[config.mk]
export PLATFORM = sky130hd
export DESIGN_NAME = dataCache
export DESIGN_NICKNAME = d
export VERILOG_FILES = /design/src/dcachePkg.sv /design/src/cacheMemory.sv /design/src/cacheController.sv /design/src/dataCache.sv
export SDC_FILE = /design/constraint.sdc
export NUM_CORES = 2
export LEC_CHECK = 0
export BUFFER_PORTS_ARGS = -buffer_cell sky130_fd_sc_hd__buf_2
export CAP_MARGIN = 30
export CORE_ASPECT_RATIO = 1.4
export CORE_UTILIZATION = 40
export CTS_CLUSTER_SIZE = 12
export DETAILED_ROUTE_END_ITERATION = 6
export PLACE_DENSITY = 0.57
export SLEW_MARGIN = 25
export SYNTH_ARGS = -nofsm -noshare
export SYNTH_HDL_FRONTEND = slang
export SYNTH_SLANG_ARGS = --single-unit
[constraint.sdc]
create_clock -name clk -period 5.28 [get_ports clk]
set_input_delay 1.056 -clock clk [delete_from_list [all_inputs] [get_ports clk]]
set_output_delay 1.056 -clock clk [all_outputs]
set_load 0.005 [all_outputs]
[src/dcachePkg.sv]
// Fixed geometry: 4 sets, 2 ways, 4-word lines, 32-bit byte addresses.
// The RTL is written for these values only; byte bits [1:0] are ignored.
package dcachePkg;

    // Cache geometry
    localparam int NUM_SETS       = 4;
    localparam int WAYS           = 2;
    localparam int BLOCK_WORDS    = 4;
    localparam int BYTES_PER_WORD = 4;

    // Address split is tag | set | word | byte
    localparam int SET_BITS    = $clog2(NUM_SETS);
    localparam int OFFSET_BITS = $clog2(BLOCK_WORDS);
    localparam int TAG_BITS    = 32 - SET_BITS - OFFSET_BITS - 2;
    localparam int OFFSET_LSB  = 2;
    localparam int SET_LSB     = OFFSET_LSB + OFFSET_BITS;
    localparam int TAG_LSB     = SET_LSB + SET_BITS;

    typedef logic [31:0]                 wordT;
    typedef logic [31:0]                 addrT;
    typedef logic [TAG_BITS-1:0]         tagT;
    typedef logic [SET_BITS-1:0]         setT;
    typedef logic [OFFSET_BITS-1:0]      offsetT;
    typedef logic [BYTES_PER_WORD-1:0]   maskT;
    // Word 0 sits in the low bits
    typedef logic [BLOCK_WORDS*32-1:0]   lineT;

    // Processor request, held stable while stalled
    typedef struct packed {
        addrT addr;
        wordT wdata;
        maskT byteMask;
        logic write;
    } cpuReqT;

    // Bus request, one word per beat
    typedef struct packed {
        addrT addr;
        wordT wdata;
        logic write;
    } busReqT;

    // Miss handling sequence
    typedef enum logic [1:0] {
        IDLE,
        WRITEBACK,
        FILL,
        REFILLDONE
    } ctrlStateT;

    // Address field helpers
    function automatic tagT addrTag(input addrT a);
        return a[TAG_LSB +: TAG_BITS];
    endfunction

    function automatic setT addrSet(input addrT a);
        return a[SET_LSB +: SET_BITS];
    endfunction

    function automatic offsetT addrOffset(input addrT a);
        return a[OFFSET_LSB +: OFFSET_BITS];
    endfunction

endpackage

[src/cacheMemory.sv]
// Both ways plus LRU table, all in flops, read combinationally by set.
// One word per way written per cycle; tag, valid and dirty load on the same strobe.
module cacheMemory (
    input  logic                       clk,
    input  logic                       rst,
    input  dcachePkg::setT             set,
    input  logic [dcachePkg::WAYS-1:0] wayWe,
    input  dcachePkg::offsetT          wordSel,
    input  dcachePkg::maskT            byteEn,
    input  dcachePkg::wordT            wdata,
    input  dcachePkg::tagT             tagIn,
    input  logic                       setValid,
    input  logic                       setDirty,
    input  logic                       lruUpdate,
    input  logic                       lruWay,
    output dcachePkg::tagT             tag0,
    output dcachePkg::tagT             tag1,
    output logic                       valid0,
    output logic                       valid1,
    output logic                       dirty0,
    output logic                       dirty1,
    output dcachePkg::lineT            line0,
    output dcachePkg::lineT            line1,
    output logic                       lru
);
    import dcachePkg::*;

    // Payload storage
    wordT dataMem [WAYS][NUM_SETS][BLOCK_WORDS];
    tagT  tagMem  [WAYS][NUM_SETS];

    // Line state bits, one per set per way
    logic [NUM_SETS-1:0] validMem [WAYS];
    logic [NUM_SETS-1:0] dirtyMem [WAYS];

    // Way to evict next, per set
    logic [NUM_SETS-1:0] lruMem;

    // Addressed set flattened per way
    lineT lineOut [WAYS];

    // Byte-enabled word write, tag loaded alongside
    always_ff @(posedge clk) begin
        for (int w = 0; w < WAYS; w++) begin
            if (wayWe[w]) begin
                tagMem[w][set] <= tagIn;
                for (int b = 0; b < BYTES_PER_WORD; b++) begin
                    if (byteEn[b]) begin
                        dataMem[w][set][wordSel][8*b +: 8] <= wdata[8*b +: 8];
                    end
                end
            end
        end
    end

    // Valid, dirty and LRU state
    always_ff @(posedge clk) begin
        if (rst) begin
            for (int w = 0; w < WAYS; w++) begin
                validMem[w] <= '0;
                dirtyMem[w] <= '0;
            end
            lruMem <= '0;
        end else begin
            for (int w = 0; w < WAYS; w++) begin
                if (wayWe[w]) begin
                    validMem[w][set] <= setValid;
                    dirtyMem[w][set] <= setDirty;
                end
            end
            // Point at the other way after an access
            if (lruUpdate) begin
                lruMem[set] <= ~lruWay;
            end
        end
    end

    // Gather the words of the addressed set
    always_comb begin
        for (int w = 0; w < WAYS; w++) begin
            for (int i = 0; i < BLOCK_WORDS; i++) begin
                lineOut[w][32*i +: 32] = dataMem[w][set][i];
            end
        end
    end

    assign line0  = lineOut[0];
    assign line1  = lineOut[1];
    assign tag0   = tagMem[0][set];
    assign tag1   = tagMem[1][set];
    assign valid0 = validMem[0][set];
    assign valid1 = validMem[1][set];
    assign dirty0 = dirtyMem[0][set];
    assign dirty1 = dirtyMem[1][set];
    assign lru    = lruMem[set];

endmodule

[src/cacheController.sv]
// Hits complete in the presented cycle; misses write back a dirty LRU victim,
// fill 4 words, spend one REFILLDONE cycle, then return to IDLE for the hit.
module cacheController (
    input  logic                       clk,
    input  logic                       rst,
    input  logic                       cpuValid,
    input  dcachePkg::cpuReqT          cpuReq,
    input  dcachePkg::tagT             tag0,
    input  dcachePkg::tagT             tag1,
    input  logic                       valid0,
    input  logic                       valid1,
    input  logic                       dirty0,
    input  logic                       dirty1,
    input  logic                       lru,
    input  logic                       busReady,
    output logic                       stall,
    output logic                       hitWay,
    output logic                       busValid,
    output logic                       busWrite,
    output logic                       useVictimTag,
    output logic                       fillSel,
    output dcachePkg::offsetT          wordCnt,
    output logic [dcachePkg::WAYS-1:0] wayWe,
    output dcachePkg::maskT            byteEn,
    output logic                       setValid,
    output logic                       setDirty,
    output logic                       lruUpdate,
    output logic                       lruWay
);
    import dcachePkg::*;

    ctrlStateT state;
    ctrlStateT nextState;

    tagT  reqTag;
    logic hit0;
    logic hit1;
    logic hit;
    logic victimDirty;
    logic beatDone;
    logic lastBeat;

    // Tag compare on both ways
    assign reqTag = addrTag(cpuReq.addr);
    assign hit0   = valid0 && (tag0 == reqTag);
    assign hit1   = valid1 && (tag1 == reqTag);
    assign hit    = hit0 | hit1;
    assign hitWay = hit1;

    // Victim is the LRU way; lru cannot change while a miss is in progress
    assign victimDirty = lru ? (valid1 && dirty1) : (valid0 && dirty0);

    // Held high through the whole miss, including REFILLDONE
    assign stall = (state != IDLE) || (cpuValid && !hit);

    // Bus side
    assign busValid     = (state == WRITEBACK) || (state == FILL);
    assign busWrite     = (state == WRITEBACK);
    assign useVictimTag = (state == WRITEBACK);
    assign fillSel      = (state == FILL);

    // Counter only moves on accepted beats
    assign beatDone = busValid && busReady;
    assign lastBeat = beatDone && (wordCnt == offsetT'(BLOCK_WORDS - 1));

    // Request completes as a hit in IDLE
    assign lruUpdate = (state == IDLE) && cpuValid && hit;
    assign lruWay    = hitWay;

    // Storage write strobes
    always_comb begin
        wayWe    = '0;
        byteEn   = '0;
        setValid = 1'b0;
        setDirty = 1'b0;
        if (fillSel) begin
            // Full word from the bus, line becomes clean
            wayWe[lru] = busReady;
            byteEn     = '1;
            setValid   = 1'b1;
            setDirty   = 1'b0;
        end else if (lruUpdate && cpuReq.write) begin
            // Masked store into the hit way
            wayWe[hitWay] = 1'b1;
            byteEn        = cpuReq.byteMask;
            setValid      = 1'b1;
            setDirty      = 1'b1;
        end
    end

    // Miss sequencing
    always_comb begin
        nextState = state;
        case (state)
            IDLE: begin
                if (cpuValid && !hit) begin
                    nextState = victimDirty ? WRITEBACK : FILL;
                end
            end
            WRITEBACK: begin
                if (lastBeat) begin
                    nextState = FILL;
                end
            end
            FILL: begin
                if (lastBeat) begin
                    nextState = REFILLDONE;
                end
            end
            // Last fill word lands, next cycle retries as a hit
            REFILLDONE: begin
                nextState = IDLE;
            end
            default: begin
                nextState = IDLE;
            end
        endcase
    end

    always_ff @(posedge clk) begin
        if (rst) begin
            state   <= IDLE;
            wordCnt <= '0;
        end else begin
            state <= nextState;
            // Wraps to 0 after the last beat of each phase
            if (beatDone) begin
                wordCnt <= wordCnt + 1'b1;
            end
        end
    end

endmodule

[src/dataCache.sv]
// Two-way write-back data cache, 4 sets of 4-word lines, no translation.
// Processor must hold cpuValid and cpuReq while stall is high.
module dataCache (
    input  logic              clk,
    input  logic              rst,
    input  logic              cpuValid,
    input  dcachePkg::cpuReqT cpuReq,
    input  logic              busReady,
    input  dcachePkg::wordT   busRData,
    output dcachePkg::wordT   rdData,
    output logic              stall,
    output logic              busValid,
    output dcachePkg::busReqT busReq
);
    import dcachePkg::*;

    // Request address fields
    tagT    reqTag;
    setT    reqSet;
    offsetT reqOffset;

    // Storage read side
    tagT  tag0;
    tagT  tag1;
    logic valid0;
    logic valid1;
    logic dirty0;
    logic dirty1;
    lineT line0;
    lineT line1;
    logic lru;

    // Controller outputs
    logic            hitWay;
    logic            busWrite;
    logic            useVictimTag;
    logic            fillSel;
    offsetT          wordCnt;
    logic [WAYS-1:0] wayWe;
    maskT            byteEn;
    logic            setValid;
    logic            setDirty;
    logic            lruUpdate;
    logic            lruWay;

    // Data path
    lineT   hitLine;
    lineT   victimLine;
    tagT    victimTag;
    tagT    busTag;
    offsetT wordSel;
    wordT   cacheWData;

    assign reqTag    = addrTag(cpuReq.addr);
    assign reqSet    = addrSet(cpuReq.addr);
    assign reqOffset = addrOffset(cpuReq.addr);

    // Fill writes the counted word from the bus, stores write the request word
    assign wordSel    = fillSel ? wordCnt : reqOffset;
    assign cacheWData = fillSel ? busRData : cpuReq.wdata;

    cacheMemory uCacheMemory (
        .set   (reqSet),
        .wdata (cacheWData),
        .tagIn (reqTag),
        .*
    );

    cacheController uCacheController (.*);

    // Load data from the hit way
    assign hitLine = hitWay ? line1 : line0;
    assign rdData  = hitLine[32*reqOffset +: 32];

    // Victim is the LRU way
    assign victimLine = lru ? line1 : line0;
    assign victimTag  = lru ? tag1 : tag0;

    // Write-back goes to the victim's home, fill to the request's line
    assign busTag       = useVictimTag ? victimTag : reqTag;
    assign busReq.addr  = {busTag, reqSet, wordCnt, 2'b00};
    assign busReq.wdata = victimLine[32*wordCnt +: 32];
    assign busReq.write = busWrite;

endmodule

==> run summary <==
Top post-synthesis cells by area = edfxtp_1 (71%), mux4_2 (15%), mux2i_1 (1.9%)
Post-DP Area = 57,600 µm²
Initial antenna violation count = 6
CP Buf/Inv Count = 7
Slowest CP cell = mux4_2
Die footprint = 133,000 µm²
Worst hold start = uCacheMemory.lruMem[0]
FF-to-FF Start = uCacheMemory.tagMem[0][145]
Startpoint Class = input pin
Crit. Startpoint = cpuReq[41]
Rows = 157
Clock sinks = 1,256
Syn_area_per_cell = 19.0 µm²
Clk slew on worst S/H paths = 0.06 ns
Port Buf Inserts = 199
Max Slew Vio Count = 0
Routed WL = 141,000 µm
Post-synth top area share = 71.1%
Worst-Skew Late Latency = 0.76 ns
Max cap viols = 0
Setup TNS = 0 ns
Leakage power = 20.2 nW
CP Cell Sequence = buf_12 > buf_16 > mux4_2 > xnor2_2 > nand4_1 > nor2_2 > buf_4 > buf_4 > nand4_4 > buf_12 > buf_12 > mux2i_1 > a32oi_1 > and3_1 > buf_2
DRC Markers = 0
Grt total ovfl = 0
Fmax = 193 MHz
Final net count = 3,298
Min setup slack post-route = 0.0915 ns
Non-Filler Instances = 5,014
Tcrit/Tclk final = 98.3%
First-pass GRT wire length = 203,000 µm
Die Y = 431 µm
Antenna Nets Post-Route = 0
Vias per cell = 5.67
Data required, critical path = 4.22 ns
Count leader, synth = edfxtp_1
RD Place Congestion = 0.911
DR pass1 iterations = 6
H-tree depth = 4
Dpl hpwl = 91,100 µm
Post-synthesis cell count = 2,774
All-Layer GR Usage = 21.3%
Via count of the first global-routing pass = 29,500
Synth area leader = edfxtp_1
CP peak stage delay = 0.58 ns
Total CTS buffers = 130
Number of setup violations in the final report = 0
DRT iter0 DRCs = 2,615
Kind of cell adding the most delay to the critical path = buffers and inverters
Yosys warnings = 0
Ports = 204
Synth Flop Type = edfxtp_1
Tmin final = 5.19 ns
Starting density of the core = 40.3%
Most Frequent Cell on Critical Path = buf_12
Pin count of the biggest net entering global routing = 82
CTS Root Cell = clkbuf_16
RSZ-0062 raised after global routing = false
Sequential element share of the synthesized area = 71.4%
Synth top cells by count = edfxtp_1 (1,248), mux4_2 (361), nand2_1 (220)
Crit path max fanout = 34
Worst-Margin Slew = 0.974 ns
Slew HR = 34.8%
Cell Area, Synth = 52,700 µm²
Maximum buffer depth of the clock tree = 3
Status = complete, no violations
CTS tree = yes
Total number of vias = 28,400
Setup crit end kind = primary output
Yosys reg bits = 1,256
Layout cells sized above 1 = 33.7%
Worst Setup Path Type = in -> out
Worst setup slack after placement = -0.0601 ns
VDD IR max = 0.331 mV
Final Hold Viols = 0
Clock skew = 0.0332 ns
Finished Cell Area = 61,600 µm²
Synth cell types = 69
Die width = 309 µm
Worst min path class = reg -> reg
Core area = 131,000 µm²
Fraction of registers with async set/reset = 0%
Power density cells = 379 nW/µm²
Cell total after placement = 4,800
Wirelength per Cell = 28.0 µm
Number of flops mapped to enable cells by yosys = 1,248
CP arrival = 4.13 ns
Area Overhead vs Synth = 17.0%
final cells by class:
type,instances,area [µm²]
clock buffer,173,3540
clock inverter,33,333
antenna,2,5.00
tap,1749,2190
timing repair buffer,459,3530
inverter,14,52.6
multi-input combinational,1328,14400
sequential,1256,37600
fill,10900,69000
metrics by stage:
stage | power [mW] | utilization, % | hold WS, ns
floorplan | 13.6 | - | 0.435
global placement | 14.9 | 44.1 | 0.449
detailed placement | 15.0 | 44.1 | 0.462
CTS | 23.6 | 47.1 | 0.470
global route | 24.1 | 47.2 | 0.483
finish | 23.4 | 47.2 | 0.481
worst paths after layout:
| kind | end | slack, ns | cells past startpoint |
|---|---|---|---|
| setup / recovery | rdData[7] | 0.09 | 15 |
| hold / removal | uCacheMemory.lruMem[0] | 0.48 | 2 |
| setup reg to reg | uCacheMemory.dataMem[1][154] | 1.34 | 14 |
| hold reg to reg | uCacheMemory.lruMem[0] | 0.48 | 2 |
cells in the final DEF, fill, tap and decap left out, types with 4 or more instances in the layout:
master | netlist | routed
nand2b_1 | 15 | 15
a21oi_1 | 39 | 39
a211oi_1 | 5 | 5
clkinv_2 | 0 | 8
nand4_1 | 21 | 21
o21ai_0 | 7 | 7
xnor2_1 | 31 | 24
a32oi_1 | 34 | 34
nand3_1 | 76 | 76
bufinv_16 | 0 | 4
and3_1 | 34 | 32
nor4_1 | 4 | 4
nor2b_1 | 14 | 12
nor2_1 | 165 | 163
nor2_2 | 8 | 9
mux4_2 | 361 | 360
buf_2 | 36 | 197
inv_6 | 0 | 4
mux2_2 | 70 | 70
nor3_1 | 5 | 5
dfxtp_1 | 8 | 6
nand2_1 | 220 | 220
a22oi_1 | 6 | 6
clkbuf_1 | 90 | 37
and2_1 | 7 | 6
buf_4 | 8 | 218
buf_12 | 1 | 39
clkbuf_16 | 0 | 137
xor2_1 | 8 | 8
clkinv_1 | 0 | 11
mux2i_1 | 102 | 98
a31oi_1 | 20 | 20
edfxtp_1 | 1248 | 1248
xnor2_2 | 0 | 7
a2bb2oi_1 | 14 | 13
inv_1 | 13 | 13
state kept, by name, indices dropped and copies added, names as in the netlist:
register	count
uCacheController.state	2
uCacheMemory.lruMem	4
uCacheMemory.dirtyMem	8
uCacheMemory.dataMem	1024
uCacheMemory.tagMem	208
uCacheMemory.validMem	8
uCacheController.wordCnt	2
where the power goes:
group	internal [mW]	switching [mW]
clock	4.89	3.69
sequential	11.6	0.104
combinational	1.06	2.01
layer usage:
metal  wire length (µm)  track usage [%]
met1              54000             26.6
met4               4680             7.71
met5                 30                0
met3               8930             4.06
met2              72900             36.8
worst reg2reg max path: stages (launching register included):
cell	delay (ns)
edfxtp_1	0.36
mux4_2	0.51
xnor2_1	0.32
nand2_1	0.13
nor4b_2	0.33
buf_4	0.18
nand4_4	0.18
buf_12	0.23
buf_4	0.19
o31ai_4	0.37
buf_4	0.21
nand2_4	0.07
buf_12	0.20
nor2_1	0.19
buf_4	0.20
cell families after synthesis:
logic type / count (synthesis) / share of synthesized area [%]
flops: 1256 / 71.4
simple gates: 595 / 5.20
mux: 533 / 18.9
buf+inv: 191 / 1.63
compound gates: 155 / 2.10
xor+xnor: 39 / 0.648
fa+ha+maj: 4 / 0.0950
other cells: 1 / 0.00712
repair_timing:
action / 4_1_cts / 5_1_grt
hold buffers: 0 / 0
buffers inserted: 0 / 4
cloned: 0 / 1
gates resized for setup: 7 / 14
setup endpoints to repair: 16 / 29
pin swaps: 0 / 1
(Power assumes the default switching activity.)
